===== config.mk =====
export PLATFORM = sky130hd
export DESIGN_NAME = store_credit_ctrl
export DESIGN_NICKNAME = d
export VERILOG_FILES = /design/src/gvp_pkg.sv /design/src/store_credit_ctrl.sv
export VERILOG_INCLUDE_DIRS = /design/src
export SDC_FILE = /design/constraint.sdc
export NUM_CORES = 1
export LEC_CHECK = 0
export BUFFER_PORTS_ARGS = -buffer_cell sky130_fd_sc_hd__buf_4
export CAP_MARGIN = 10
export CORE_AREA = 2 2 39 41
export CTS_CLUSTER_DIAMETER = 60
export DETAILED_ROUTE_END_ITERATION = 10
export DIE_AREA = 0 0 41 43
export SETUP_SLACK_MARGIN = 0.2
export SLEW_MARGIN = 30
export SYNTH_ARGS = -nofsm -noshare
export SYNTH_HDL_FRONTEND = slang
export SYNTH_SLANG_ARGS = --single-unit

===== constraint.sdc =====
create_clock -name a_clk -period 3.3 [get_ports a_clk]
set_clock_uncertainty 0.15 [all_clocks]
set_input_delay 0.66 -clock a_clk [delete_from_list [all_inputs] [get_ports a_clk]]
set_output_delay 0.66 -clock a_clk [all_outputs]
set_load 0.005 [all_outputs]

===== src/gvp_params.svh =====
`ifndef GVP_PARAMS_SVH
`define GVP_PARAMS_SVH

////////////////////////////////////////////////////////////
// program memory geometry
////////////////////////////////////////////////////////////

// number of vector slots in the program table
`define GVP_NUM_VECTORS 16

// vector address width, log2 of the slot count
`define GVP_ADDR_W 4

////////////////////////////////////////////////////////////
// data path
////////////////////////////////////////////////////////////

// width of counts, options, decimation and positions
`define GVP_WORD_W 32

// store credits after reset, equal to the recorder buffer depth
`define GVP_STORE_CREDITS 4

`endif


===== src/gvp_pkg.sv =====
`default_nettype none

`include "gvp_params.svh"

package gvp_pkg;

    ////////////////////////////////////////////////////////////
    // vector field types
    ////////////////////////////////////////////////////////////

    // unsigned fields: counts, options, decimation
    typedef logic [`GVP_WORD_W-1:0] gvp_word_t;

    // signed increments and positions, two's complement wrap
    typedef logic signed [`GVP_WORD_W-1:0] gvp_coord_t;

    // program counter / vector slot
    typedef logic [`GVP_ADDR_W-1:0] gvp_addr_t;

    // relative jump, one bit wider than the address for the sign
    typedef logic signed [`GVP_ADDR_W:0] gvp_jump_t;

    ////////////////////////////////////////////////////////////
    // control encodings
    ////////////////////////////////////////////////////////////

    typedef enum logic {
        STORE_POINT  = 1'b0, // data point sample
        STORE_HEADER = 1'b1  // full vector header
    } store_kind_t;

    typedef enum logic [1:0] {
        SEQ_IDLE, // waiting for run, idle options out
        SEQ_LOAD, // header store and counter load
        SEQ_STEP, // intermediate and point steps
        SEQ_DONE  // end vector reached
    } seq_state_t;

endpackage

`default_nettype wire


===== src/store_credit_ctrl.sv =====
`default_nettype none

`include "gvp_params.svh"

module store_credit_ctrl
    import gvp_pkg::*;
(
    input  wire logic        a_clk,
    input  wire logic        reset_flg,
    input  wire logic        store_req,     // sequencer wants a store
    input  wire store_kind_t store_kind_in,
    input  wire logic        store_credit,  // one credit back from recorder
    output logic             store_ok,
    output logic             store_valid,
    output store_kind_t      store_kind
);

    localparam int CRED_W = $clog2(`GVP_STORE_CREDITS + 1);

    logic [CRED_W-1:0] credits; // free recorder slots
    logic              take;

    assign store_ok = (credits != '0);
    assign take     = store_req && store_ok;

    always_ff @(posedge a_clk)
    begin
        if (reset_flg)
            credits <= CRED_W'(`GVP_STORE_CREDITS); // recorder empty
        else if (take && !store_credit)
            credits <= credits - 1'b1;
        else if (!take && store_credit)
            credits <= credits + 1'b1;
        // take plus return leaves the count alone
    end

    // registered event toward the recorder
    always_ff @(posedge a_clk)
    begin
        if (reset_flg)
            store_valid <= 1'b0;
        else
            store_valid <= take;
    end

    always_ff @(posedge a_clk)
    begin
        if (take)
            store_kind <= store_kind_in; // held until the next event
    end

    // recorder returns no more than it was given
    a_credit_no_overflow: assert property (@(posedge a_clk) disable iff (reset_flg)
        (store_credit && !take) |-> (credits < CRED_W'(`GVP_STORE_CREDITS)));

    // an underflow wraps above the depth, so one bound covers both ends
    a_credit_bounded: assert property (@(posedge a_clk) disable iff (reset_flg)
        credits <= CRED_W'(`GVP_STORE_CREDITS));

endmodule

`default_nettype wire


==> run summary <==
run status: complete, no violations
CP Depth: 8
Setup Viol. Count Final: 0
Worst VDD drop: 0.131 mV
cells after synthesis: 23
DR DRC count: 0
top-area cell type share of the netlist area: 32.8%
nets: 42
vias in the first global route: 190
htree depth: 1
setup_tns: 0 ns
Yosys cell types: 14
WL final: 402 um
Post-CTS Resized: 0
CTS Sinks: 5
Clock Power Share: 34.6%
CTS Hold Buffers Added: 0
Cell Area, Placed: 317 um^2
critical path launch point type: register
Avg Synthesized Cell Area: 10.6 um^2
max-capacitance violation count: 0
Max clock buf depth: 2
# rows: 14
Max FO, Critical Path: 3
number of port buffers: 7
hold crit path type: register to register
CTS tree: yes
RD Place Congestion: 0.603
Worst-Skew Late Latency: 0.24 ns
fraction of layout cells with a size suffix above 1: 38.2%
vias: 181
Vias/cell: 3.62
GRT Total Usage: 5.52%
worst-path cell chain: or3_4, and2_4, ha_1, inv_1, fa_1, xor2_1, nor3_1, or3b_1
Synth async-reset ratio: 0%
synth top area cells: dfxtp_1, edfxtp_1, fa_1, xor2_1, inv_1
chip width: 41 um
initial core utilization: 17.6%
switch share: 26.7%
# IOs: 8
arrival time at the worst endpoint: 2.14 ns
Hold Path Depth: 2
top_reg_cell synth: dfxtp_1
Slew @ Worst Pin: 0.164 ns
post-synth top area cell: dfxtp_1
cell area after layout: 343 um^2
Post-CTS Repair Setup Buffers: 0
Largest delay share family, worst path: simple AND/OR/NAND/NOR gates
Psw: 0.0531 mW
WS Path Type: register to register
ant diodes: 0
P_int: 0.146 mW
largest net degree at the start of global routing: 6
number of synthesized flops with an enable pin: 1
DR iter-0 viols: 0
worst reg2reg path depth: 8
first drt pass iteration count: 1
Final Hold Viols: 0
top cells by count, synth: dfxtp_1, inv_1, nor2_1, xor2_1
initial antenna violation count: 0
FMAX: 0.461 GHz
Critical Path RT: 3.27 ns
antenna-violating nets left: 0
fin crit period: 2.17 ns
RSZ-0062 raised after global routing: no
period utilisation layout: 65.8%
PD cells: 581 nW/um^2
sequential share of the synthesized area: 45.1%
post-DP HPWL: 312 um
Yosys warning total: 0
root buffer cell: clkbuf_4
CP max stage delay: 0.38 ns
Layout fillers: 157
Slew HR: 89.0%
Inserted Clock Buffers: 3
Synth Cell Area: 244 um^2
Die Ht: 43 um
Synthesized Nets: 30
combinational group share of total power: 25.6%
slowest cell on the critical path: or3_4
WL/cell: 8.04 um
core area: 1380 um^2
first-pass GRT wire length: 662 um
Worst Path Buf+Inv: 1
Max Slew Vio Count: 0
Critical Path End Type: register
#FFs+latches synth: 5
Flop pwr share: 39.8%
die area: 1760 um^2
Area Overhead vs Synth: 40.5%
GR Overflow Total: 0
Clock transition at path regs: 0.04 ns
static leakage: 0.150 nW
tightest hold or removal path, stage by stage, from the launching register on:
cell,delay (ns)
dfxtp_1,0.35
a21oi_1,0.08
nor2_1,0.08
placed cells by master (no fill, tap or decap):
cell      count
a21oi_1       1
and2_4        1
buf_4         7
clkbuf_1      1
clkbuf_4      3
dfxtp_1       4
edfxtp_1      1
fa_1          1
ha_1          1
inv_1         4
nor2_1        3
nor2b_4       1
nor3_1        1
o21ai_0       1
or3_4         1
or3b_1        1
xor2_1        2
registers in the layout (all words and copies together) (netlist names):
name	flops
store_valid	1
store_kind	1
credits	3
area by class of cell:
type	count	area, um^2	share of cell area, %
tap	16	20.0	5.84
multi-input combinational	14	119	34.7
timing repair buffer	7	52.6	15.3
sequential	5	110	32.1
inverter	4	15.0	4.38
clock buffer	4	26.3	7.66
kinds of logic (layout without fill, tap and decap cells):
group,count (synthesis),in the layout,share of synthesized area (%)
xor+xnor,2,2,7.18
compound gates,2,2,4.10
flops,5,5,45.1
simple gates,8,8,24.1
buf+inv,4,15,6.15
fa+ha+maj,2,2,13.3
routing by layer:
layer	share of wire [%]	wire [um]	vias up	track usage (%)
met5	0	0	-	0
met4	0	0	0	4.00
met3	9.2	37	0	2.09
met2	49	197	7	8.75
met1	42	168	81	5.47
li1	-	-	93	-
power by group through the flow:
stage	sequential (mW)	combinational, mW	clock, mW
final	0.0793	0.0510	0.0689
after global routing	0.0799	0.0583	0.0766
after CTS	0.0794	0.0520	0.0717
after detailed placement	0.0801	0.0513	0
after global placement	0.0804	0.0492	0
after floorplan	0.0792	0.0350	0
metrics by stage:
stage / hold WS [ns] / std cells / util [%] / power (mW) / setup WS (ns)
after floorplan: 0.331 / 23 / - / 0.114 / 1.07
after global placement: 0.357 / 46 / 22.9 / 0.130 / 0.924
after detailed placement: 0.364 / 46 / 22.9 / 0.131 / 0.910
after CTS: 0.408 / 50 / 24.8 / 0.203 / 1.12
after global routing: 0.414 / 50 / 24.8 / 0.215 / 0.987
final: 0.404 / 50 / 24.8 / 0.199 / 1.13
worst paths after layout:
path,start,to,slack [ns]
max,credits[2],credits[2],1.13
min,credits[1],credits[1],0.40
max reg2reg,credits[2],credits[2],1.13
min reg2reg,credits[1],credits[1],0.40
Note: power is estimated with default switching activity, not from simulation.
