===== src/gvp_params.svh =====
`ifndef GVP_PARAMS_SVH
`define GVP_PARAMS_SVH

////////////////////////////////////////////////////////////
// program memory geometry
////////////////////////////////////////////////////////////

// number of vector slots in the program table
`define GVP_NUM_VECTORS 16

// vector address width, log2 of the slot count
`define GVP_ADDR_W 4

////////////////////////////////////////////////////////////
// data path
////////////////////////////////////////////////////////////

// width of counts, options, decimation and positions
`define GVP_WORD_W 32

// store credits after reset, equal to the recorder buffer depth
`define GVP_STORE_CREDITS 4

`endif


===== src/gvp_pkg.sv =====
`default_nettype none

`include "gvp_params.svh"

package gvp_pkg;

    ////////////////////////////////////////////////////////////
    // vector field types
    ////////////////////////////////////////////////////////////

    // unsigned fields: counts, options, decimation
    typedef logic [`GVP_WORD_W-1:0] gvp_word_t;

    // signed increments and positions, two's complement wrap
    typedef logic signed [`GVP_WORD_W-1:0] gvp_coord_t;

    // program counter / vector slot
    typedef logic [`GVP_ADDR_W-1:0] gvp_addr_t;

    // relative jump, one bit wider than the address for the sign
    typedef logic signed [`GVP_ADDR_W:0] gvp_jump_t;

    ////////////////////////////////////////////////////////////
    // control encodings
    ////////////////////////////////////////////////////////////

    typedef enum logic {
        STORE_POINT  = 1'b0, // data point sample
        STORE_HEADER = 1'b1  // full vector header
    } store_kind_t;

    typedef enum logic [1:0] {
        SEQ_IDLE, // waiting for run, idle options out
        SEQ_LOAD, // header store and counter load
        SEQ_STEP, // intermediate and point steps
        SEQ_DONE  // end vector reached
    } seq_state_t;

endpackage

`default_nettype wire


===== src/vector_accumulator.sv =====
`default_nettype none

module vector_accumulator
    import gvp_pkg::*;
(
    input  wire logic       a_clk,
    input  wire logic       reset_flg,
    input  wire logic       step_en, // one step of the current vector
    input  wire gvp_coord_t cur_dx,
    input  wire gvp_coord_t cur_dy,
    input  wire gvp_coord_t cur_dz,
    input  wire gvp_coord_t cur_du,
    output gvp_coord_t      pos_x,
    output gvp_coord_t      pos_y,
    output gvp_coord_t      pos_z,
    output gvp_coord_t      pos_u
);

    ////////////////////////////////////////////////////////////
    // position integrators
    ////////////////////////////////////////////////////////////

    // plain adds, overflow wraps around in two's complement
    always_ff @(posedge a_clk)
    begin
        if (reset_flg)
        begin
            pos_x <= '0; // origin
            pos_y <= '0;
            pos_z <= '0;
            pos_u <= '0;
        end
        else if (step_en)
        begin
            pos_x <= pos_x + cur_dx;
            pos_y <= pos_y + cur_dy;
            pos_z <= pos_z + cur_dz;
            pos_u <= pos_u + cur_du; // aux axis, same rule
        end
    end

endmodule

`default_nettype wire


===== config.mk =====
export PLATFORM = sky130hd
export DESIGN_NAME = vector_accumulator
export DESIGN_NICKNAME = d
export VERILOG_FILES = /design/src/gvp_pkg.sv /design/src/vector_accumulator.sv
export VERILOG_INCLUDE_DIRS = /design/src
export SDC_FILE = /design/constraint.sdc
export NUM_CORES = 1
export LEC_CHECK = 0
export ABC_AREA = 0
export BUFFER_PORTS_ARGS = -buffer_cell sky130_fd_sc_hd__buf_4
export CORE_MARGIN = 4
export CORE_UTILIZATION = 50
export DETAILED_ROUTE_END_ITERATION = 10
export PLACE_DENSITY = 0.81
export SETUP_SLACK_MARGIN = 0.02
export SKIP_CTS_REPAIR_TIMING = 1
export SYNTH_ARGS = -nofsm -noshare
export SYNTH_HDL_FRONTEND = slang
export SYNTH_SLANG_ARGS = --single-unit
export TNS_END_PERCENT = 10

===== constraint.sdc =====
create_clock -name a_clk -period 3.3 [get_ports a_clk]
set_clock_uncertainty 0.05 [all_clocks]
set_input_delay 0.66 -clock a_clk [delete_from_list [all_inputs] [get_ports a_clk]]
set_output_delay 0.66 -clock a_clk [all_outputs]
set_load 0.02 [all_outputs]

==> summary.md, run 1 <==
| Metric | Value |
|---|---|
| Vias | `between 10000 and 15000` |
| First-pass GRT wire length | `roughly 50 mm` |
| I/O Pins | `between 200 and 300` |
| GPL Wtd Cong | `0.919` |
| Area of the multi-input gates | `7620 sq um` |
| CTS tree | `done` |
| Post-synthesis simple-gate area fraction | `approximately 16%` |
| Leading area contributor after synthesis | `dfxtp_1` |
| Final instance area | `~14000 sq um` |
| Routed vias/inst | `between 5 and 6` |
| Layout cells sized above 1 | `24.1%` |
| Chip width | `~150 um` |
| Area of placed instances | `between 10000 and 15000 sq um` |
| Register area | `around 2600 sq um` |
| CP startpoint kind | `input pin` |
| Power Dens Cells | `~600 nW/um^2` |
| Height of the chip | `between 150 and 200 um` |
| Most common cell after layout, fill and taps aside | `buf_4` |
| Core Footprint | `about 20000 sq um` |
| Detailed Place HPWL | `~23 mm` |
| Max-cap violation count | `0` |
| Number of synthesized register bits | `between 100 and 150` |
| Vias in the first global route | `~10000` |
| Pre-CTS setup slack | `-168 ps` |
| Yosys cell types | `between 70 and 80` |
| Hold crit path type | `register to register` |
| Status | `completed` |
| Longest Clk Path Bufs | `2` |
| Largest net degree at the start of global routing | `53` |
| Slew HR | `between 40 and 50%` |
| Synth warn | `0` |
| Max FO, Critical Path | `5` |
| Synth Area in XOR/XNOR | `under 10%` |
| Multiplexer share of the synthesized area | `approximately 6.6%` |
| Top-area cell type share of the netlist area | `24.6%` |
| EDFF count, synth | `0` |
| Worst ir drop on vdd | `around 0.00037 V` |
| Worst setup margin | `about 260 ps` |
| Pleak | `0.00682 uW` |
| WS Path Type | `input pin to register` |
| Die area | `23200 sq um` |
| Period utilisation layout | `just over 90%` |
| Largest family of logic cells by synthesized area | `compound AO/OA/AOI/OAI gates` |
| Filler cells | `between 1500 and 2000` |
| Clk slew on worst S/H paths | `about 60 ps` |
| N_diodes | `0` |
| Initial Utilization | `around half` |
| GR Util All Layers | `25.3%` |
| Port bufs | `between 200 and 300` |
| GR Overflow Total | `0` |
| Cell Rows | `52` |
| Mapped Area | `10400 sq um` |
| Layout area overhead | `30.8%` |
| Mapped Cells | `about 1300` |
| # setup viols final | `0` |
| DRC Markers | `0` |
| Final #Nets | `approximately 1800` |
| Syn_area_per_cell | `roughly 8.3 sq um` |
| Drt first-iter violations | `541` |
| Ys flop type | `dfxtp_1` |
| Clk Latency, worst-skew pair | `between 400 and 500 ps` |
| Synth Area in Compound Gates | `roughly a quarter` |
| Most frequent cells in the layout | `322 x buf_4, 128 x dfxtp_1, 127 x nor2_1` |
| RSZ-0062 raised after global routing | `no` |
| TNS Setup | `0 ps` |
| Crit path arrival time | `between 3000 and 4000 ps` |
| Final core utilization | `between 60% and 70%` |
| CTS Buf Count | `17` |
| Final WL | `30.3 mm` |
| Register area share after synthesis | `around a quarter` |
| Post-synthesis async set-or-reset flop share | `0%` |
| Root Buffer Master | `clkbuf_16` |
| CP required | `roughly 3600 ps` |
| Ranking of synthesized cells by area | `dfxtp_1 25%, ha_1 15%, mux2i_1 6.6%` |
| Htree depth | `4` |
| Hold Vio Cnt, Final | `0` |
| DRT Pass-1 Iters | `5` |
| Clock sinks | `~130` |
| Max-slew violations | `0` |
| Routed Antenna Nets | `0` |
| Slew @ Worst Pin | `about 790 ps` |
| Post-Syn Nets | `about 1500` |
| Initial antenna violation count | `0` |
| Critical path endpoint category | `register` |
| Adder-Cell Fraction of Synth Area | `approximately 16%` |
| Minimum clock period | `between 3000 and 4000 ps` |
| Routed length per instance | `around 17 um` |
| Fmax | `about 0.33 GHz` |
==> where the power goes <==
group / internal (uW) / switching (uW)
sequential: 1830 / 250
clock: 1280 / 764
combinational: 1880 / 2180
==> stage by stage <==
| stage | total power, uW | hold WS [ps] | std cells |
|---|---|---|---|
| 6_report | 8180 | 418 | 1834 |
| 5_1_grt | 8740 | 442 | 1834 |
| 4_1_cts | 8190 | 421 | 1834 |
| 3_5_place_dp | 6110 | 413 | 1803 |
| 3_3_place_gp | 6020 | 409 | 1803 |
| 2_1_floorplan | 4800 | 489 | 1260 |
==> routing by layer <==
metal | share of wire, % | vias to the layer above | global-route usage [%]
met5 | 0 | - | 0
met3 | 7.0 | 66 | 5.54
li1 | - | 5211 | -
met2 | 47 | 359 | 43.3
met1 | 42 | 4847 | 31.3
met4 | 3.4 | 0 | 9.89
==> cell type report <==
type                       count  share of cell area, %
clock buffer                  18                   3.22
clock inverter                13                   1.37
inverter                      21                  0.578
multi-input combinational   1062                   55.9
sequential                   128                   18.8
tap                          270                   2.48
timing repair buffer         322                   17.7
==> cell usage after synthesis (all sizes together), types with 15 or more instances <==
library cell / n
mux2i: 69
inv: 21
nand2: 96
a21oi: 104
o21ai: 91
dfxtp: 128
o21bai: 21
nand4: 15
ha: 124
clkbuf: 45
nand3: 21
a211oi: 22
xor2: 45
xnor2: 64
a21o: 69
nor2: 128
==> registers in the layout, summed over array words and instances (netlist names) <==
register and flops:
pos_u 32, pos_x 32, pos_y 32, pos_z 32
==> critical path: stages <==
cell      delay [ps]
buf_4            110
ha_1             220
fa_1             400
a21o_1           220
a31oi_1          170
o21bai_1         100
a31o_2           270
a31o_2           270
a31oi_4          200
o21a_1           170
o21ai_0          100
nor4b_1          180
a211o_1          260
==> worst paths after layout <==
kind	startpoint	endpoint	slack, ps	cells after the start
worst min-delay path	pos_z[24]	pos_z[24]	420	2
worst max register to register	pos_u[1]	pos_u[31]	270	11
worst min register to register	pos_z[24]	pos_z[24]	420	2
worst max-delay path	cur_dy[0]	pos_y[30]	260	13
==> kinds of logic after synthesis <==
| family | count (synthesis) |
|---|---|
| compound gates | 401 |
| simple gates | 355 |
| fa+ha+maj | 128 |
| flops | 128 |
| xor+xnor | 109 |
| buf+inv | 70 |
| mux | 69 |
Power figures use the tool's default switching activity.
==> inputs of run 2 (changes only) <==
- MAX_ROUTING_LAYER: default -> met4
==> run 2 against run 1 <==
  * Clock power is 4% lower
  * Routed wire length decreased by 1.1%
  * Non-clock buffer count unchanged
  * Global-route usage about the same
  * Critical path type unchanged
  * Critical endpoint is now pos_x[30]
  * Largest power group unchanged
==> summary.md, run 2 (synthesized netlist as in run 1, its figures left out) <==
| Metric | Value |
|---|---|
| Final #Nets | `1811` |
| Hold crit path type | `register to register` |
| Die area | `around 23000 sq um` |
| CTS Buf Count | `17` |
| Final instance area | `between 10000 and 15000 sq um` |
| Period utilisation layout | `slightly above 90%` |
| DRT Pass-1 Iters | `5` |
| Detailed Place HPWL | `~23 mm` |
| Fmax | `about 0.33 GHz` |
| Critical path endpoint category | `register` |
| Hold Vio Cnt, Final | `0` |
| Vias in the first global route | `10200` |
| Layout cells sized above 1 | `around 24%` |
| Routed vias/inst | `about 5.7` |
| Clock sinks | `around 130` |
| Vias | `between 10000 and 15000` |
| CTS tree | `done` |
| Initial Utilization | `approximately half` |
| Largest net degree at the start of global routing | `57` |
| Cell Rows | `between 50 and 60` |
| First-pass GRT wire length | `48.6 mm` |
| Htree depth | `4` |
| # setup viols final | `0` |
| Routed Antenna Nets | `0` |
| Drt first-iter violations | `about 550` |
| Clk slew on worst S/H paths | `~60 ps` |
| Pleak | `around 0.0068 uW` |
| Slew @ Worst Pin | `roughly 690 ps` |
| CP required | `between 3000 and 4000 ps` |
| Crit path arrival time | `3320 ps` |
| Max-cap violation count | `0` |
| Chip width | `approximately 150 um` |
| N_diodes | `0` |
| Final WL | `~30 mm` |
| Initial antenna violation count | `0` |
| GR Overflow Total | `0` |
| Area of placed instances | `13000 sq um` |
| Minimum clock period | `between 3000 and 4000 ps` |
| Slew HR | `between 50% and 60%` |
| GPL Wtd Cong | `just over 0.9` |
| Worst ir drop on vdd | `roughly 0.00037 V` |
| Port bufs | `about 260` |
| DRC Markers | `0` |
| Root Buffer Master | `clkbuf_16` |
| I/O Pins | `around 260` |
| Status | `completed` |
| GR Util All Layers | `between 20% and 30%` |
| CP startpoint kind | `input pin` |
| WS Path Type | `input pin to register` |
| Core Footprint | `20400 sq um` |
| Clk Latency, worst-skew pair | `420 ps` |
| Most common cell after layout, fill and taps aside | `buf_4` |
| Max-slew violations | `0` |
| Most frequent cells in the layout | `322 x buf_4, 128 x dfxtp_1, 127 x nor2_1` |
| Final core utilization | `about two thirds` |
| Layout area overhead | `30.7%` |
| Max FO, Critical Path | `3` |
| Height of the chip | `around 150 um` |
| Routed length per instance | `around 16 um` |
| Longest Clk Path Bufs | `2` |
| RSZ-0062 raised after global routing | `no` |
| Power Dens Cells | `~590 nW/um^2` |
-- run 2: worst paths after layout --
path / from / endpoint / slack (ps) / cells after the start
worst min-delay path: pos_z[24] / pos_z[24] / 420 / 2
worst min register to register: pos_z[24] / pos_z[24] / 420 / 2
worst max-delay path: cur_dx[0] / pos_x[30] / 240 / 13
worst max register to register: pos_x[0] / pos_x[30] / 280 / 12
-- run 2: critical path: stages --
cell,delay (ps)
buf_4,110
ha_1,220
fa_1,400
a21oi_1,210
o21ai_1,100
a21o_1,220
a311oi_2,360
o221a_2,270
o21ai_1,100
nand2_1,140
o21ai_1,100
and4_1,230
nor4_1,220
-- run 2: where the power goes --
part	internal (uW)	leakage [uW]	total, uW	switching, uW
sequential	1830	0.00106	2080	247
combinational	1880	0.00547	4050	2170
clock	1230	0.000295	1970	746
total	4930	0.00682	8090	3160
-- run 2: final cells by class --
class                   instances  area, sq um
clock buffers                  19          453
clock inverters                13          163
fillers                      1711         6740
inverters                      21         78.8
multi-input cells            1062         7610
flip-flops and latches        128         2560
well taps                     270          338
repair buffers                322         2420
-- run 2: metal layers --
metal / vias up / share of wire, % / GRT usage, % / wire (um)
li1: 5217 / - / - / -
met1: 4802 / 43 / 30.2 / 12900
met2: 316 / 48 / 42.8 / 14300
met3: 58 / 6.5 / 5.51 / 1960
met4: 0 / 2.7 / 8.27 / 799
met5: - / 0 / - / 0
-- run 2: through the flow --
stage          setup TNS [ps]  hold WS, ps  power [uW]  cells  setup WS [ps]
5_1_grt                     0          452        8650   1835           28.8
4_1_cts                     0          427        8130   1835            258
6_report                    0          424        8090   1835            240
3_3_place_gp             -288          412        6020   1803          -95.2
2_1_floorplan               0          489        4800   1260           94.8
3_5_place_dp             -800          419        6110   1803           -163
==> inputs of run 3 (changes only) <==
- PLACE_DENSITY: 0.81 -> 0.9
==> run 3 against run 2 <==
  * Sequential cell count did not move
  * Routed wire length rose by 6.5%
  * Clock-buffer cell count rose by 2
  * Worst setup slack got worse by 6.4 ps
  * Non-clock buffer count fell by 6
  * Worst hold slack got worse by 2.7 ps
  * Critical path type unchanged
  * Critical endpoint is now pos_x[16]
  * Largest cell class unchanged
==> summary.md, run 3 (synthesized netlist as in run 1, its figures left out) <==
| Metric | Value |
|---|---|
| Status | `completed` |
| Final WL | `between 30 and 40 mm` |
| Placed cells | `around 1800` |
| Final core utilization | `roughly two thirds` |
| Clock sinks | `128` |
| Power Dens Cells | `610 nW/um^2` |
| Port bufs | `about 260` |
| Register area | `around 2600 sq um` |
| Worst reg2reg endpoint | `pos_x[16]` |
| Vias | `between 10000 and 15000` |
| DRT Pass-1 Iters | `6` |
| Height of the chip | `~150 um` |
| Clk Latency, worst-skew pair | `approximately 430 ps` |
| I/O Pins | `roughly 260` |
| Max-cap violation count | `0` |
| Layout area overhead | `30.7%` |
| Vias in the first global route | `around 11000` |
| Hold Vio Cnt, Final | `0` |
| Core Footprint | `~20000 sq um` |
| RSZ-0062 raised after global routing | `no` |
| Root Buffer Master | `clkbuf_16` |
| Slew HR | `around 44%` |
| Reg2Reg Depth | `13` |
| Largest net degree at the start of global routing | `just over 70` |
| Hold Path End | `pos_y[16]` |
| Routed vias/inst | `slightly below 6` |
| Clk slew on worst S/H paths | `approximately 60 ps` |
| Crit path arrival time | `roughly 3300 ps` |
| CP Cell Sequence | `buf_4, ha_1, fa_1, a21oi_1, o21ai_1, a21o_1, a311oi_2, buf_4, o21ai_1, nor4_2, nor3_1, a31oi_1, xor2_1, o21ai_1` |
| N_diodes | `0` |
| Crit path buf inv count | `2` |
| HP Start | `pos_y[16]` |
| Htree depth | `4` |
| Slew @ Worst Pin | `about 830 ps` |
| Final #Nets | `roughly 1800` |
| Cell family with most CP delay | `compound AO/OA/AOI/OAI gates` |
| GR Overflow Total | `0` |
| Fmax | `~0.33 GHz` |
| Most common cell after layout, fill and taps aside | `buf_4` |
| Initial antenna violation count | `0` |
| Minimum clock period | `between 3000 and 4000 ps` |
| Cell Rows | `52` |
| Hold depth | `2` |
| Detailed Place HPWL | `between 20 and 25 mm` |
| Most common cell on crit path | `o21ai_1` |
| Slowest cell delay on critical path | `about 390 ps` |
| Max-slew violations | `0` |
| Pleak | `0.00681 uW` |
| Critical path endpoint category | `register` |
| # setup viols final | `0` |
| CTS tree | `done` |
| Worst ir drop on vdd | `~0.00034 V` |
| Layout cells sized above 1 | `23.9%` |
| WS Path Type | `input pin to register` |
| GPL Wtd Cong | `about 0.96` |
| CTS Buf Count | `17` |
| Longest Clk Path Bufs | `2` |
| Worst r2r src | `pos_x[0]` |
| Area of the multi-input gates | `7620 sq um` |
| CP required | `approximately 3500 ps` |
| Post-Layout Cell Count | `approximately 1800` |
| Period utilisation layout | `between 90% and 100%` |
| Die area | `about 23000 sq um` |
| Drt first-iter violations | `approximately 620` |
| Hold crit path type | `register to register` |
| Critical-path top delay cell | `fa_1` |
| Filler cells | `~1600` |
| Most frequent cells in the layout | `316 x buf_4, 128 x dfxtp_1, 127 x nor2_1` |
| DRC Markers | `0` |
| Initial Utilization | `roughly half` |
| Chip width | `roughly 150 um` |
| GR Util All Layers | `a little over a quarter` |
| Max FO, Critical Path | `2` |
| CP startpoint kind | `input pin` |
| Routed Antenna Nets | `0` |
| Reg2Reg Setup Slack | `around 270 ps` |
| Routed length per instance | `17.4 um` |
| First-pass GRT wire length | `~52 mm` |
[run 3: where the power goes]
part	total, uW	internal, uW	switching, uW	leakage [uW]
clock network	2140	1350	787	0.000312
registers	2080	1830	253	0.00106
logic	4090	1860	2230	0.00544
[run 3: worst max-delay path by stage]
| stage | slack, ps | to | depth (start not counted) | from |
|---|---|---|---|---|
| 3_3_place_gp | -110 | pos_y[30] | 13 | cur_dy[0] |
| 5_1_grt | 40 | pos_x[16] | 14 | cur_dx[0] |
| 6_report | 230 | pos_x[16] | 14 | cur_dx[0] |
| 4_1_cts | 180 | pos_x[16] | 14 | cur_dx[0] |
| 3_5_place_dp | -160 | pos_x[16] | 14 | cur_dx[0] |
| 2_1_floorplan | 90 | pos_y[30] | 12 | cur_dy[0] |
[run 3: cell type report]
cell class	instances	share of cell area (%)
timing repair buffer	316	17.4
sequential	128	18.8
multi-input combinational	1062	55.9
clock inverter	11	1.30
clock buffer	21	3.53
inverter	21	0.578
tap	270	2.48
[run 3: tightest hold or removal path, cell delays in order (launching register included)]
cell and delay (ps):
dfxtp_1 320, nand2_1 50, o21ai_1 50
[run 3: stage by stage]
stage	worst slack (ps)	instance area, sq um	hold slack (ps)	total power, uW	setup TNS, ps
after detailed placement	-158	13000	414	6110	-1220
after global routing	37.1	13600	439	8810	0
after global placement	-111	13000	409	5970	-267
after floorplan	94.8	10400	489	4800	0
final	233	13600	421	8310	0
after CTS	182	13600	424	8300	0
[run 3: layer usage]
metal / global-route usage [%] / part of all wire, % / vias up
li1: - / - / 5210
met1: 30.0 / 39 / 5057
met2: 46.9 / 50 / 459
met3: 5.00 / 7.0 / 99
met4: 12.5 / 4.1 / 0
met5: - / 0 / -
