===== config.mk =====
export PLATFORM = sky130hd
export DESIGN_NAME = step_sequencer
export DESIGN_NICKNAME = d
export VERILOG_FILES = /design/src/gvp_pkg.sv /design/src/step_sequencer.sv
export VERILOG_INCLUDE_DIRS = /design/src
export SDC_FILE = /design/constraint.sdc
export NUM_CORES = 1
export LEC_CHECK = 0
export BUFFER_PORTS_ARGS = -buffer_cell sky130_fd_sc_hd__buf_2
export CORE_ASPECT_RATIO = 0.6
export CORE_MARGIN = 8
export CORE_UTILIZATION = 48
export DETAILED_ROUTE_END_ITERATION = 8
export HOLD_SLACK_MARGIN = 0.05
export PLACE_DENSITY = 0.89
export SETUP_SLACK_MARGIN = 0.3
export SYNTH_ARGS = -nofsm -noshare
export SYNTH_HDL_FRONTEND = slang
export SYNTH_SLANG_ARGS = --single-unit
export TNS_END_PERCENT = 5

===== constraint.sdc =====
create_clock -name a_clk -period 3.55 [get_ports a_clk]
set_input_delay 0.5325 -clock a_clk [delete_from_list [all_inputs] [get_ports a_clk]]
set_output_delay 0.5325 -clock a_clk [all_outputs]
set_load 0.03 [all_outputs]

===== src/gvp_params.svh =====
`ifndef GVP_PARAMS_SVH
`define GVP_PARAMS_SVH

////////////////////////////////////////////////////////////
// program memory geometry
////////////////////////////////////////////////////////////

// number of vector slots in the program table
`define GVP_NUM_VECTORS 16

// vector address width, log2 of the slot count
`define GVP_ADDR_W 4

////////////////////////////////////////////////////////////
// data path
////////////////////////////////////////////////////////////

// width of counts, options, decimation and positions
`define GVP_WORD_W 32

// store credits after reset, equal to the recorder buffer depth
`define GVP_STORE_CREDITS 4

`endif


===== src/gvp_pkg.sv =====
`default_nettype none

`include "gvp_params.svh"

package gvp_pkg;

    ////////////////////////////////////////////////////////////
    // vector field types
    ////////////////////////////////////////////////////////////

    // unsigned fields: counts, options, decimation
    typedef logic [`GVP_WORD_W-1:0] gvp_word_t;

    // signed increments and positions, two's complement wrap
    typedef logic signed [`GVP_WORD_W-1:0] gvp_coord_t;

    // program counter / vector slot
    typedef logic [`GVP_ADDR_W-1:0] gvp_addr_t;

    // relative jump, one bit wider than the address for the sign
    typedef logic signed [`GVP_ADDR_W:0] gvp_jump_t;

    ////////////////////////////////////////////////////////////
    // control encodings
    ////////////////////////////////////////////////////////////

    typedef enum logic {
        STORE_POINT  = 1'b0, // data point sample
        STORE_HEADER = 1'b1  // full vector header
    } store_kind_t;

    typedef enum logic [1:0] {
        SEQ_IDLE, // waiting for run, idle options out
        SEQ_LOAD, // header store and counter load
        SEQ_STEP, // intermediate and point steps
        SEQ_DONE  // end vector reached
    } seq_state_t;

endpackage

`default_nettype wire


===== src/step_sequencer.sv =====
`default_nettype none

`include "gvp_params.svh"

module step_sequencer
    import gvp_pkg::*;
(
    input  wire logic        a_clk,
    input  wire logic        reset_flg,
    input  wire logic        run,
    input  wire logic        pause,        // honoured at point steps only
    input  wire gvp_word_t   idle_options,
    input  wire gvp_word_t   cur_n,
    input  wire gvp_word_t   cur_nii,
    input  wire gvp_word_t   cur_options,
    input  wire gvp_word_t   cur_deci,
    input  wire gvp_word_t   loop_cnt,
    input  wire gvp_jump_t   cur_next,
    input  wire logic        store_ok,     // credit available
    output gvp_addr_t        pvc,
    output logic             step_en,
    output logic             loop_dec,
    output logic             loop_reload,
    output logic             store_req,
    output store_kind_t      store_kind,
    output gvp_word_t        options,
    output logic             finished,
    output logic             held,
    output gvp_word_t        point_index,  // points left in section
    output gvp_word_t        section_count
);

    seq_state_t state;
    gvp_word_t  ii_cnt;      // silent steps left before the point
    gvp_word_t  deci_cnt;    // cycles to the next step
    gvp_word_t  run_options; // option word of the running vector

    logic tick;
    logic at_point;
    logic in_step;
    logic pt_take;
    logic sec_end;
    logic signed [`GVP_ADDR_W+1:0] jump_tgt; // room for under/overflow

    ////////////////////////////////////////////////////////////
    // step decode
    ////////////////////////////////////////////////////////////

    always_comb
    begin
        in_step  = (state == SEQ_STEP);
        tick     = (deci_cnt == '0);
        at_point = (ii_cnt == '0);
        held     = in_step && tick && at_point && pause; // parked at the point
        pt_take  = in_step && tick && at_point && !pause && store_ok;
        step_en  = (in_step && tick && !at_point) || pt_take;
        sec_end  = pt_take && (point_index == '0);
        loop_dec    = sec_end && (loop_cnt != '0);
        loop_reload = sec_end && (loop_cnt == '0);
        // header in LOAD, point sample at an unpaused point step
        store_req  = (state == SEQ_LOAD) || (in_step && tick && at_point && !pause);
        store_kind = (state == SEQ_LOAD) ? STORE_HEADER : STORE_POINT;
        jump_tgt   = $signed({2'b00, pvc}) + cur_next;
    end

    // idle and done hand out the host's idle options
    assign options = (state == SEQ_LOAD || state == SEQ_STEP) ? run_options : idle_options;

    ////////////////////////////////////////////////////////////
    // state and counters
    ////////////////////////////////////////////////////////////

    always_ff @(posedge a_clk)
    begin
        if (reset_flg)
        begin
            state         <= SEQ_IDLE;
            pvc           <= '0;
            point_index   <= '0;
            ii_cnt        <= '0;
            deci_cnt      <= '0;
            run_options   <= idle_options;
            finished      <= 1'b0;
            section_count <= '0;
        end
        else if (!run)
        begin
            state       <= SEQ_IDLE; // abort from anywhere
            finished    <= 1'b0;
            run_options <= idle_options;
        end
        else
        begin
            case (state)
                SEQ_IDLE:
                begin
                    state         <= SEQ_LOAD; // program starts at slot 0
                    pvc           <= '0;
                    section_count <= '0;
                end
                SEQ_LOAD:
                begin
                    if (store_ok) // header needs a credit too
                    begin
                        point_index <= cur_n;
                        ii_cnt      <= cur_nii;
                        deci_cnt    <= cur_deci;
                        if (cur_n == '0)
                        begin
                            state    <= SEQ_DONE; // end vector
                            finished <= 1'b1;
                        end
                        else
                        begin
                            state       <= SEQ_STEP;
                            run_options <= cur_options;
                        end
                    end
                end
                SEQ_STEP:
                begin
                    if (!tick)
                        deci_cnt <= deci_cnt - 1'b1;
                    else if (!at_point)
                    begin
                        ii_cnt   <= ii_cnt - 1'b1; // silent step
                        deci_cnt <= cur_deci;
                    end
                    else if (pt_take)
                    begin
                        deci_cnt <= cur_deci;
                        if (point_index != '0)
                        begin
                            point_index <= point_index - 1'b1;
                            ii_cnt      <= cur_nii;
                        end
                        else
                        begin
                            // section complete, loop back or fall through
                            section_count <= section_count + 1'b1;
                            state         <= SEQ_LOAD;
                            if (loop_cnt != '0)
                                pvc <= jump_tgt[`GVP_ADDR_W-1:0];
                            else
                                pvc <= pvc + 1'b1;
                        end
                    end
                end
                SEQ_DONE:
                begin
                    state <= SEQ_DONE; // hold until run drops
                end
                default:
                begin
                    state <= SEQ_IDLE;
                end
            endcase
        end
    end

    // a taken loop must land on a real table slot
    a_jump_in_range: assert property (@(posedge a_clk) disable iff (reset_flg)
        loop_dec |-> (jump_tgt >= 0) && (jump_tgt < `GVP_NUM_VECTORS));

endmodule

`default_nettype wire


==> flow_summary_export.csv, run 1 <==
group,metric,value,unit
critical_path,setup.worst_path.start,"ii_cnt[14]",
clock_network,cts-buffers-inserted,17,
critical_path,path_max_fanout,8,
power_and_ir_drop,switching_power,1914,µW
clock_network,clock_latency,0.44,ns
cells_and_area,seq_area,3670,µm²
die,die_w,206.3,µm
synthesis,synth_edf_count,32,
job,maxCapViolations,0,
placed_design,gp_congestion,0.8915,
grt,grt_pass1_wl,55860,µm
critical_path,rr_worst_depth,8,
die,ioPinCount,309,
timing,rsz0062_at_grt,"true",
synthesis,yosysMostFrequentCell,"dfxtp_1",
synthesis,syn_inst,1268,
critical_path,timing.rr.end,"section_count[19]",
timing,finalHoldViolCount,0,
power_and_ir_drop,p_per_area,432.4,nW/µm²
drt,route.detailed.drc,0,
timing,relSlewSlack,21.83,%
die,start_util,49.24,%
critical_path,arrival,2.66,ns
timing,setup_violations,0,
grt,grt_pass1_vias,10650,
synthesis,synthTopCellsByArea,"dfxtp_1 (26%), edfxtp_1 (9.2%), mux2_2 (8.0%)",
timing,clock.fmax,0.3128,GHz
outcome,status,"finished, final reports clean",
synthesis,synth_nets,1486,
placed_design,port_buffers,307,
power_and_ir_drop,clock_power_share,34.0,%
clock_network,path_clk_slew,0.07,ns
clock_network,hold_buffers,0,
drt,drt_iter0_markers,1162,
timing,finalSetupTns,0,ns
cells_and_area,layoutNonFillerInstCount,1840,
clock_network,cts_buffer_depth,2,
drt,via_count,11420,
clock_network,htree_levels,4,
timing,period_share,90.04,%
power_and_ir_drop,total_power,5638,µW
synthesis,yosysTopAreaCell,"dfxtp_1",
synthesis,postSynthAreaPerCell,8.227,µm²
critical_path,path_class,"reg2out",
grt,grt_antenna_before_repair,1,
synthesis,yosys.area.top_type_share,25.91,%
critical_path,start_kind,"flop",
critical_path,end_kind,"primary output",
cells_and_area,nets,1765,
clock_network,cts_root_buffer,"clkbuf_16",
synthesis,synth-seq-cells,167,
grt,grt_use_total,25.53,%
grt,grt_max_degree,87,
cells_and_area,fill_cells,1827,
critical_path,cp_data_required_time,3.02,ns
power_and_ir_drop,switching_share,33.95,%
synthesis,yosysWarnings,0,
synthesis,async_flop_share,0,%
placed_design,place.detailed.hpwl,26240,µm
clock_network,cts_sinks,167,
power_and_ir_drop,p_comb_share,28.4,%
drt,first_pass_iters,5,
synthesis,synth_commonest_cells,"dfxtp_1 (135), a21oi_1 (126), o21ai_0 (104), nor2_1 (87), nand2_1 (78)",
timing,slew_viol_final,0,
critical_path,reg2reg_slack,0.37,ns
cells_and_area,area_delta_synth_final,25.01,%
timing,worst_slew_pin_slew,1.173,ns
clock_network,cts_tree,"built",
power_and_ir_drop,leakage,0.005159,µW
placed_design,post-place-cells,1798,
cells_and_area,drive_gt1_share,31.41,%
synthesis,synthDistinctLibCells,67,
critical_path,endpoint,"loop_dec",
cells_and_area,multi_input_area,6431,µm²
power_and_ir_drop,vdd_drop_max,0.0003604,V
drt,wirelength,36060,µm
synthesis,yosysSeqAreaShare,35.12,%
grt,grt_overflow,0,
synthesis,synth_area,10430,µm²
die,fp.dieH,130.2,µm
min_path,hp-class,"in2reg",
timing,clock_skew,0.01197,ns
die,row_count,41,
power_and_ir_drop,intPower,3724,µW
synthesis,synth_flop_cell,"dfxtp_1",
die,die_area,26860,µm²
critical_path,timing.rr.start,"deci_cnt[21]",
timing,post-route-min-period,3.196,ns
drt,wire_per_inst,19.60,µm
die,fp.coreArea,21190,µm²
power_and_ir_drop,seqPwrFrac,37.6,%
drt,vias_per_cell,6.208,
drt,drtAntennaViolNets,0,
==> cell families (layout without fill, tap and decap cells) <==
kind of cell               after synthesis  after routing  share of synthesized area [%]
AOI/OAI and AO/OA                      399            399                          24.11
xor gates and xnor gates                 3              3                         0.2519
adders and majority gates               16             16                          1.991
buffers and inverters                  116            408                          4.414
DFF                                    167            167                          35.12
muxes                                   84             84                          8.948
other                                    0              1                              0
and+or+nand+nor                        483            483                          25.17
==> through the flow <==
stage	utilization (%)	setup slack [ns]	cell area [µm²]	hold slack, ns
2_1_floorplan	-	0.3923	10430	0.4476
3_3_place_gp	57.96	0.2352	12280	0.4476
3_5_place_dp	57.96	0.1940	12280	0.4542
4_1_cts	61.36	0.2918	13000	0.3733
5_1_grt	61.55	0.2809	13040	0.3867
6_report	61.55	0.3535	13040	0.3956
==> state kept, by name (all words and copies together) (netlist names) <==
name and count:
run_options 32, deci_cnt 32, ii_cnt 32, point_index 32, state 2, finished 1
pvc 4, section_count 32
==> worst min path at each step <==
stage,startpoint,endpoint,cells after the start
after global placement,finished,finished,1
after floorplan,deci_cnt[27],deci_cnt[27],2
after CTS,cur_deci[0],deci_cnt[0],3
after detailed placement,finished,finished,1
final,cur_deci[0],deci_cnt[0],3
after global routing,cur_options[4],run_options[4],2
==> power groups by stage <==
stage               clock network [µW]  logic (µW)  registers, µW
finish                            1920        1600           2120
global route                      2030        1730           2130
CTS                               1950        1560           2120
detailed placement                   0        1530           2160
global placement                     0        1490           2150
floorplan                            0         996           2170
==> cells in the final DEF, fill, tap and decap left out, types with 4 or more instances in the layout <==
cell / instances
clkbuf_16: 18
or4_1: 29
mux2_2: 74
nand3_1: 38
o311ai_0: 13
o31a_1: 10
ha_1: 14
nand2_1: 77
o211ai_1: 5
nand2b_1: 13
dfxtp_1: 132
or3_1: 12
nor3b_1: 6
and3_1: 17
a31oi_1: 9
a221oi_1: 6
o22ai_1: 4
nor4_1: 40
and2_1: 30
a21o_1: 17
inv_1: 27
buf_2: 304
nand3b_1: 4
and4_1: 8
nor3_1: 52
or4_4: 5
o31ai_1: 34
edfxtp_1: 32
nor2_1: 85
mux2i_1: 10
nand4_1: 36
a21oi_1: 126
a211oi_1: 27
o32ai_1: 11
o21ai_0: 103
nor2b_1: 7
a31o_2: 4
buf_4: 41
==> per-layer routing <==
metal,vias to the layer above,GRT usage [%],share of wire [%]
met5,-,0,0
met4,0,6.995,1.5
met3,47,5.272,9.3
met2,583,41.52,46
met1,5363,34.15,43
li1,5429,-,-
==> worst max-delay path, stage by stage, from the launching register on <==
cell	delay [ns]
dfxtp_1	0.38
nor4_1	0.48
and4_1	0.43
and3_2	0.38
and2_4	0.22
nand2_4	0.07
nor2_4	0.13
buf_6	0.14
==> area by class of cell <==
class,instances,share of cell area [%]
antenna,1,0.01919
clock buffer,22,3.656
clock inverter,10,0.9019
inverter,27,0.7772
multi-input combinational,985,49.32
sequential,167,28.14
tap,279,2.677
timing repair buffer,349,14.51
==> timing repair <==
action,in CTS,in global routing
pin swaps,6,2
buffers inserted,6,3
gates resized for setup,24,3
setup endpoints to repair,5,7
(Power assumes the default switching activity.)
==> run 2: changes to the inputs <==
--- a/config.mk
+++ b/config.mk
@@ -12,7 +12,7 @@
 export CORE_UTILIZATION = 48
 export DETAILED_ROUTE_END_ITERATION = 8
 export HOLD_SLACK_MARGIN = 0.05
-export PLACE_DENSITY = 0.89
+export PLACE_DENSITY = 0.76
 export SETUP_SLACK_MARGIN = 0.3
 export SYNTH_ARGS = -nofsm -noshare
 export SYNTH_HDL_FRONTEND = slang
==> run 2 against run 1 <==
Net effect:
- non-clock buffer count is 2 higher
- sequential power hardly changed
- clock skew is 0.0042 ns lower
- die area stayed put
- critical path type unchanged
- worst hold slack worse by 0.029 ns
- flip-flop and latch count stayed put
- critical endpoint is now loop_reload
- critical path depth stayed put
- first-iteration DRC count is 0.43% lower
- combinational power hardly changed
==> flow_summary_export.csv, run 2 (same netlist as run 1, synthesis figures left out) <==
group,metric,value,unit
clock_network,cts_root_buffer,"clkbuf_16",
clock_network,htree_levels,4,
power_and_ir_drop,p_per_area,438.1,nW/µm²
timing,setup_violations,0,
outcome,status,"finished, final reports clean",
timing,relSlewSlack,21.52,%
critical_path,path_max_fanout,3,
job,maxCapViolations,0,
timing,finalHoldViolCount,0,
critical_path,arrival,2.66,ns
critical_path,path_class,"reg2out",
power_and_ir_drop,leakage,0.005186,µW
timing,rsz0062_at_grt,"true",
grt,grt_antenna_before_repair,1,
placed_design,gp_congestion,0.9065,
critical_path,end_kind,"primary output",
critical_path,start_kind,"flop",
die,ioPinCount,309,
timing,clock_skew,0.007723,ns
placed_design,post-place-cells,1802,
timing,period_share,89.80,%
die,die_area,26860,µm²
timing,clock.fmax,0.3137,GHz
placed_design,place.detailed.hpwl,26370,µm
cells_and_area,final_cell_mix,"buf_2 (303), dfxtp_1 (132), a21oi_1 (126)",
power_and_ir_drop,vdd_drop_max,0.0003045,V
drt,wirelength,36030,µm
die,die_w,206.3,µm
drt,via_count,11290,
drt,wire_per_inst,19.56,µm
min_path,holdCritStartpoint,"cur_deci[0]",
cells_and_area,nets,1767,
cells_and_area,area_delta_synth_final,25.02,%
cells_and_area,postLayoutCellArea,13040,µm²
placed_design,placed_area,12310,µm²
drt,route.detailed.drc,0,
cells_and_area,drive_gt1_share,31.18,%
critical_path,cp_data_required_time,3.02,ns
min_path,holdPathEnd,"deci_cnt[0]",
grt,grt_overflow,0,
clock_network,hold_buffers,0,
clock_network,path_clk_slew,0.07,ns
grt,grt_max_degree,93,
clock_network,cts-buffers-inserted,17,
timing,finalSetupTns,0,ns
timing,hold_ws,0.3661,ns
grt,grt_pass1_vias,10320,
clock_network,clock_latency,0.44,ns
timing,worst_slew_pin_slew,1.177,ns
die,fp.coreArea,21190,µm²
drt,drt_iter0_markers,1157,
cells_and_area,layoutNonFillerInstCount,1842,
placed_design,port_buffers,307,
die,row_count,41,
drt,vias_per_cell,6.126,
grt,grt_pass1_wl,55320,µm
die,start_util,49.24,%
timing,post-route-min-period,3.188,ns
drt,first_pass_iters,5,
clock_network,cts_sinks,167,
critical_path,timing.rr.start,"deci_cnt[21]",
min_path,hold_depth,3,
critical_path,timing.rr.end,"section_count[7]",
clock_network,cts_buffer_depth,2,
grt,grt_use_total,25.32,%
clock_network,cts_tree,"built",
min_path,hp-class,"in2reg",
critical_path,reg2reg_slack,0.48,ns
critical_path,rr_worst_depth,8,
cells_and_area,final_common_cell,"buf_2",
drt,drtAntennaViolNets,0,
timing,slew_viol_final,0,
die,fp.dieH,130.2,µm
## run 2: area by class of cell
| type | instances | area [µm²] |
|---|---|---|
| clock buffers | 19 | 464.2 |
| diodes | 1 | 2.502 |
| fillers | 1900 | 8145 |
| multi-input cells | 985 | 6395 |
| repair buffers | 351 | 1906 |
| clock inverters | 13 | 153.9 |
| flip-flops and latches | 167 | 3670 |
| well taps | 279 | 349.1 |
| inverters | 27 | 101.3 |
## run 2: report_power, final
| group | total [µW] | leakage [µW] | switching (µW) | internal [µW] |
|---|---|---|---|---|
| Clock | 1990 | 0.000308 | 870 | 1120 |
| Combinational | 1610 | 0.00346 | 1020 | 590 |
| Sequential | 2120 | 0.00142 | 83.3 | 2030 |
| Total | 5710 | 0.00519 | 1970 | 3740 |
## run 2: metal layers
layer	track usage [%]	routed length, µm	vias up
li1	-	-	5436
met1	34.58	15510	5316
met2	40.02	16510	501
met3	6.163	3515	32
met4	5.815	495	0
met5	0	0	-
## run 2: worst max path at each step
stage / startpoint / to / slack, ns
2_1_floorplan: deci_cnt[14] / step_en / 0.39
3_3_place_gp: deci_cnt[14] / loop_reload / 0.41
3_5_place_dp: deci_cnt[14] / loop_dec / 0.40
4_1_cts: deci_cnt[21] / loop_dec / 0.28
5_1_grt: deci_cnt[21] / loop_reload / 0.25
6_report: deci_cnt[21] / loop_reload / 0.36
## run 2: through the flow
step / utilization [%] / worst slack (ns) / power (µW)
after floorplan: - / 0.3923 / 3168
after global placement: 58.11 / 0.4122 / 3660
after detailed placement: 58.11 / 0.3958 / 3694
after CTS: 61.31 / 0.2823 / 5682
after global routing: 61.55 / 0.2517 / 5963
final: 61.55 / 0.3621 / 5714
## run 2: repair_timing
action,4_1_cts,5_1_grt
buffers inserted,3,4
pin swaps,5,3
endpoints found under the setup margin,5,5
resized for setup,14,4
## run 2: critical path, cell delays in order, from the launching register on
cell and delay (ns):
dfxtp_2 0.33, or4_1 0.52, or4_4 0.52, nor4_4 0.26, and2_4 0.25, nand2_4 0.07
nor2_1 0.10, buf_4 0.17
==> run 3: changes to the inputs <==
--- a/config.mk
+++ b/config.mk
@@ -6,10 +6,11 @@
 export SDC_FILE = /design/constraint.sdc
 export NUM_CORES = 1
 export LEC_CHECK = 0
+export ABC_AREA = 1
 export BUFFER_PORTS_ARGS = -buffer_cell sky130_fd_sc_hd__buf_2
 export CORE_ASPECT_RATIO = 0.6
 export CORE_MARGIN = 8
-export CORE_UTILIZATION = 48
+export CORE_UTILIZATION = 49
 export DETAILED_ROUTE_END_ITERATION = 8
 export HOLD_SLACK_MARGIN = 0.05
 export PLACE_DENSITY = 0.76
==> run 3 against run 2 <==
Net effect:
- register-to-register slack improved by 0.08 ns
- area after synthesis increased by 11%
- combinational power increased by 80%
- critical endpoint unchanged
- count of clock-buffer cells in the layout increased by 7
- critical path type unchanged
==> flow_summary_export.csv, run 3 <==
group,metric,value,unit
job,maxCapViolations,0,
drt,highest_layer,"met5",
clock_network,cts_buffer_depth,2,
timing,period_share,88.43,%
synthesis,synth-seq-cells,167,
cells_and_area,postLayoutCellArea,13920,µm²
clock_network,hold_buffers,0,
timing,relSlewSlack,39.63,%
placed_design,place.detailed.hpwl,30950,µm
timing,post-route-min-period,3.139,ns
die,die_area,28970,µm²
clock_network,cts_sinks,167,
critical_path,start_kind,"flop",
min_path,hold_depth,3,
grt,grt_use_total,26.50,%
grt,grt_overflow,0,
synthesis,synthDistinctLibCells,42,
critical_path,rr_worst_depth,13,
synthesis,syn_inst,1907,
synthesis,async_flop_share,0,%
timing,finalSetupTns,0,ns
synthesis,yosys.area.top_type_share,23.34,%
drt,route.detailed.drc,0,
drt,first_pass_iters,5,
synthesis,synth_nets,2125,
clock_network,htree_levels,4,
synthesis,synthTopCellsByArea,"dfxtp_1 (23%), nand2_1 (18%), nor2_1 (12%)",
placed_design,placed_area,13310,µm²
synthesis,synth_flop_cell,"dfxtp_1",
power_and_ir_drop,vdd_drop_max,0.0003472,V
cells_and_area,drive_gt1_share,17.60,%
clock_network,cts_post_setup_buffers_inserted,0,
cells_and_area,area_delta_synth_final,20.21,%
synthesis,yosysTopAreaCell,"dfxtp_1",
clock_network,path_clk_slew,0.06,ns
drt,wl_met3,4047,µm
clock_network,cts-buffers-inserted,17,
power_and_ir_drop,p_per_area,508.2,nW/µm²
timing,finalHoldViolCount,0,
grt,grt_pass1_wl,63340,µm
placed_design,gp_congestion,1.014,
drt,wirelength,40500,µm
clock_network,cts_tree,"built",
die,fp.dieH,135.1,µm
synthesis,yosysWarnings,0,
clock_network,clock_latency,0.44,ns
timing,slew_viol_final,0,
drt,via_count,13360,
die,start_util,50.05,%
timing,rsz0062_at_grt,"false",
die,row_count,43,
timing,setup_violations,0,
timing,clock_skew,0.006865,ns
drt,drt_iter0_markers,1314,
timing,worst_slew_pin_slew,0.8973,ns
drt,wire_per_inst,16.21,µm
grt,grt_max_degree,65,
drt,drtAntennaViolNets,0,
critical_path,arrival,2.61,ns
cells_and_area,final_common_cell,"nand2_1",
outcome,status,"finished, final reports clean",
synthesis,synth_commonest_cells,"nand2_1 (560), nor2_1 (373), o21ai_0 (154), inv_1 (152), dfxtp_1 (135)",
timing,clock.fmax,0.3186,GHz
grt,grt_pass1_vias,11840,
drt,wl_met2,17110,µm
drt,vias_per_cell,5.347,
synthesis,postSynthAreaPerCell,6.072,µm²
clock_network,cts_root_buffer,"clkbuf_16",
min_path,hp-class,"in2reg",
synthesis,yosysSeqAreaShare,31.64,%
critical_path,end_kind,"primary output",
critical_path,path_max_fanout,4,
die,ioPinCount,309,
critical_path,cp_data_required_time,3.02,ns
cells_and_area,final_cell_mix,"nand2_1 (559), nor2_1 (369), buf_2 (306)",
cells_and_area,nets,2387,
placed_design,port_buffers,307,
drt,met1_length,18710,µm
die,fp.coreArea,23130,µm²
synthesis,synth_area,11580,µm²
critical_path,path_class,"reg2out",
synthesis,yosysMostFrequentCell,"nand2_1",
power_and_ir_drop,leakage,0.006696,µW
grt,grt_antenna_before_repair,3,
die,die_w,214.5,µm
synthesis,synth_edf_count,32,
## run 3: what timing repair did
item | 4_1_cts | 5_1_grt
gates cloned | 0 | 0
pin swaps | 0 | 0
endpoints found under the hold margin | 0 | 0
resized for setup | 3 | 3
setup endpoints to repair | 2 | 2
## run 3: layer usage
metal	vias to the layer above	global-route usage (%)
met5	-	0
met4	4	5.728
met3	39	7.304
met2	617	39.09
met1	6072	37.90
li1	6624	-
## run 3: report_power, final
part / switching, µW / internal [µW]
clock: 786 / 1080
sequential: 192 / 2120
combinational: 1970 / 931
total: 2940 / 4130
## run 3: logic make-up (layout without fill, tap and decap cells)
| family | count (synthesis) | in the layout | synth area share (%) |
|---|---|---|---|
| and+or+nand+nor | 1110 | 1110 | 38.80 |
| adders and majority gates | 16 | 16 | 1.794 |
| DFF | 167 | 167 | 31.64 |
| other | 0 | 1 | 0 |
| xor gates and xnor gates | 81 | 81 | 6.127 |
| muxes | 4 | 4 | 0.3458 |
| buffers and inverters | 237 | 512 | 8.213 |
| AOI/OAI and AO/OA | 292 | 292 | 13.08 |
## run 3: stage by stage
stage / setup WS (ns) / hold WS, ns / power [µW] / instances / utilization (%)
after floorplan: 0.6543 / 0.4524 / 4373 / 1907 / -
after global placement: 0.6882 / 0.4643 / 5110 / 2465 / 57.54
after detailed placement: 0.6204 / 0.4637 / 5164 / 2465 / 57.54
after CTS: 0.3415 / 0.3549 / 7040 / 2497 / 60.10
after global routing: 0.2835 / 0.3616 / 7522 / 2498 / 60.16
final: 0.4109 / 0.3704 / 7073 / 2498 / 60.16
## run 3: area by class of cell
cell class	instances	area [µm²]
multi-input combinational	1503	7007
clock buffer	26	519.2
inverter	155	583.1
tap	315	394.1
sequential	167	3664
antenna	1	2.502
timing repair buffer	325	1687
fill	2295	9216
clock inverter	6	62.56
## run 3: worst paths after layout
path	startpoint	to	slack (ns)
worst min register to register	finished	finished	0.48
worst min-delay path	cur_options[31]	run_options[31]	0.37
worst max-delay path	deci_cnt[0]	loop_reload	0.41
worst max register to register	deci_cnt[0]	deci_cnt[18]	0.56
## run 3: worst max-delay path: stages (launching register included)
cell and delay [ns]:
dfxtp_1 0.35, inv_1 0.15, ha_1 0.18, nand2_1 0.12
nor2_1 0.13, nand2_1 0.10, nor2_2 0.17, nand2_1 0.06
nor2_1 0.13, inv_1 0.11, nor3_4 0.19, nand2_2 0.15
nor2_1 0.13, buf_2 0.21
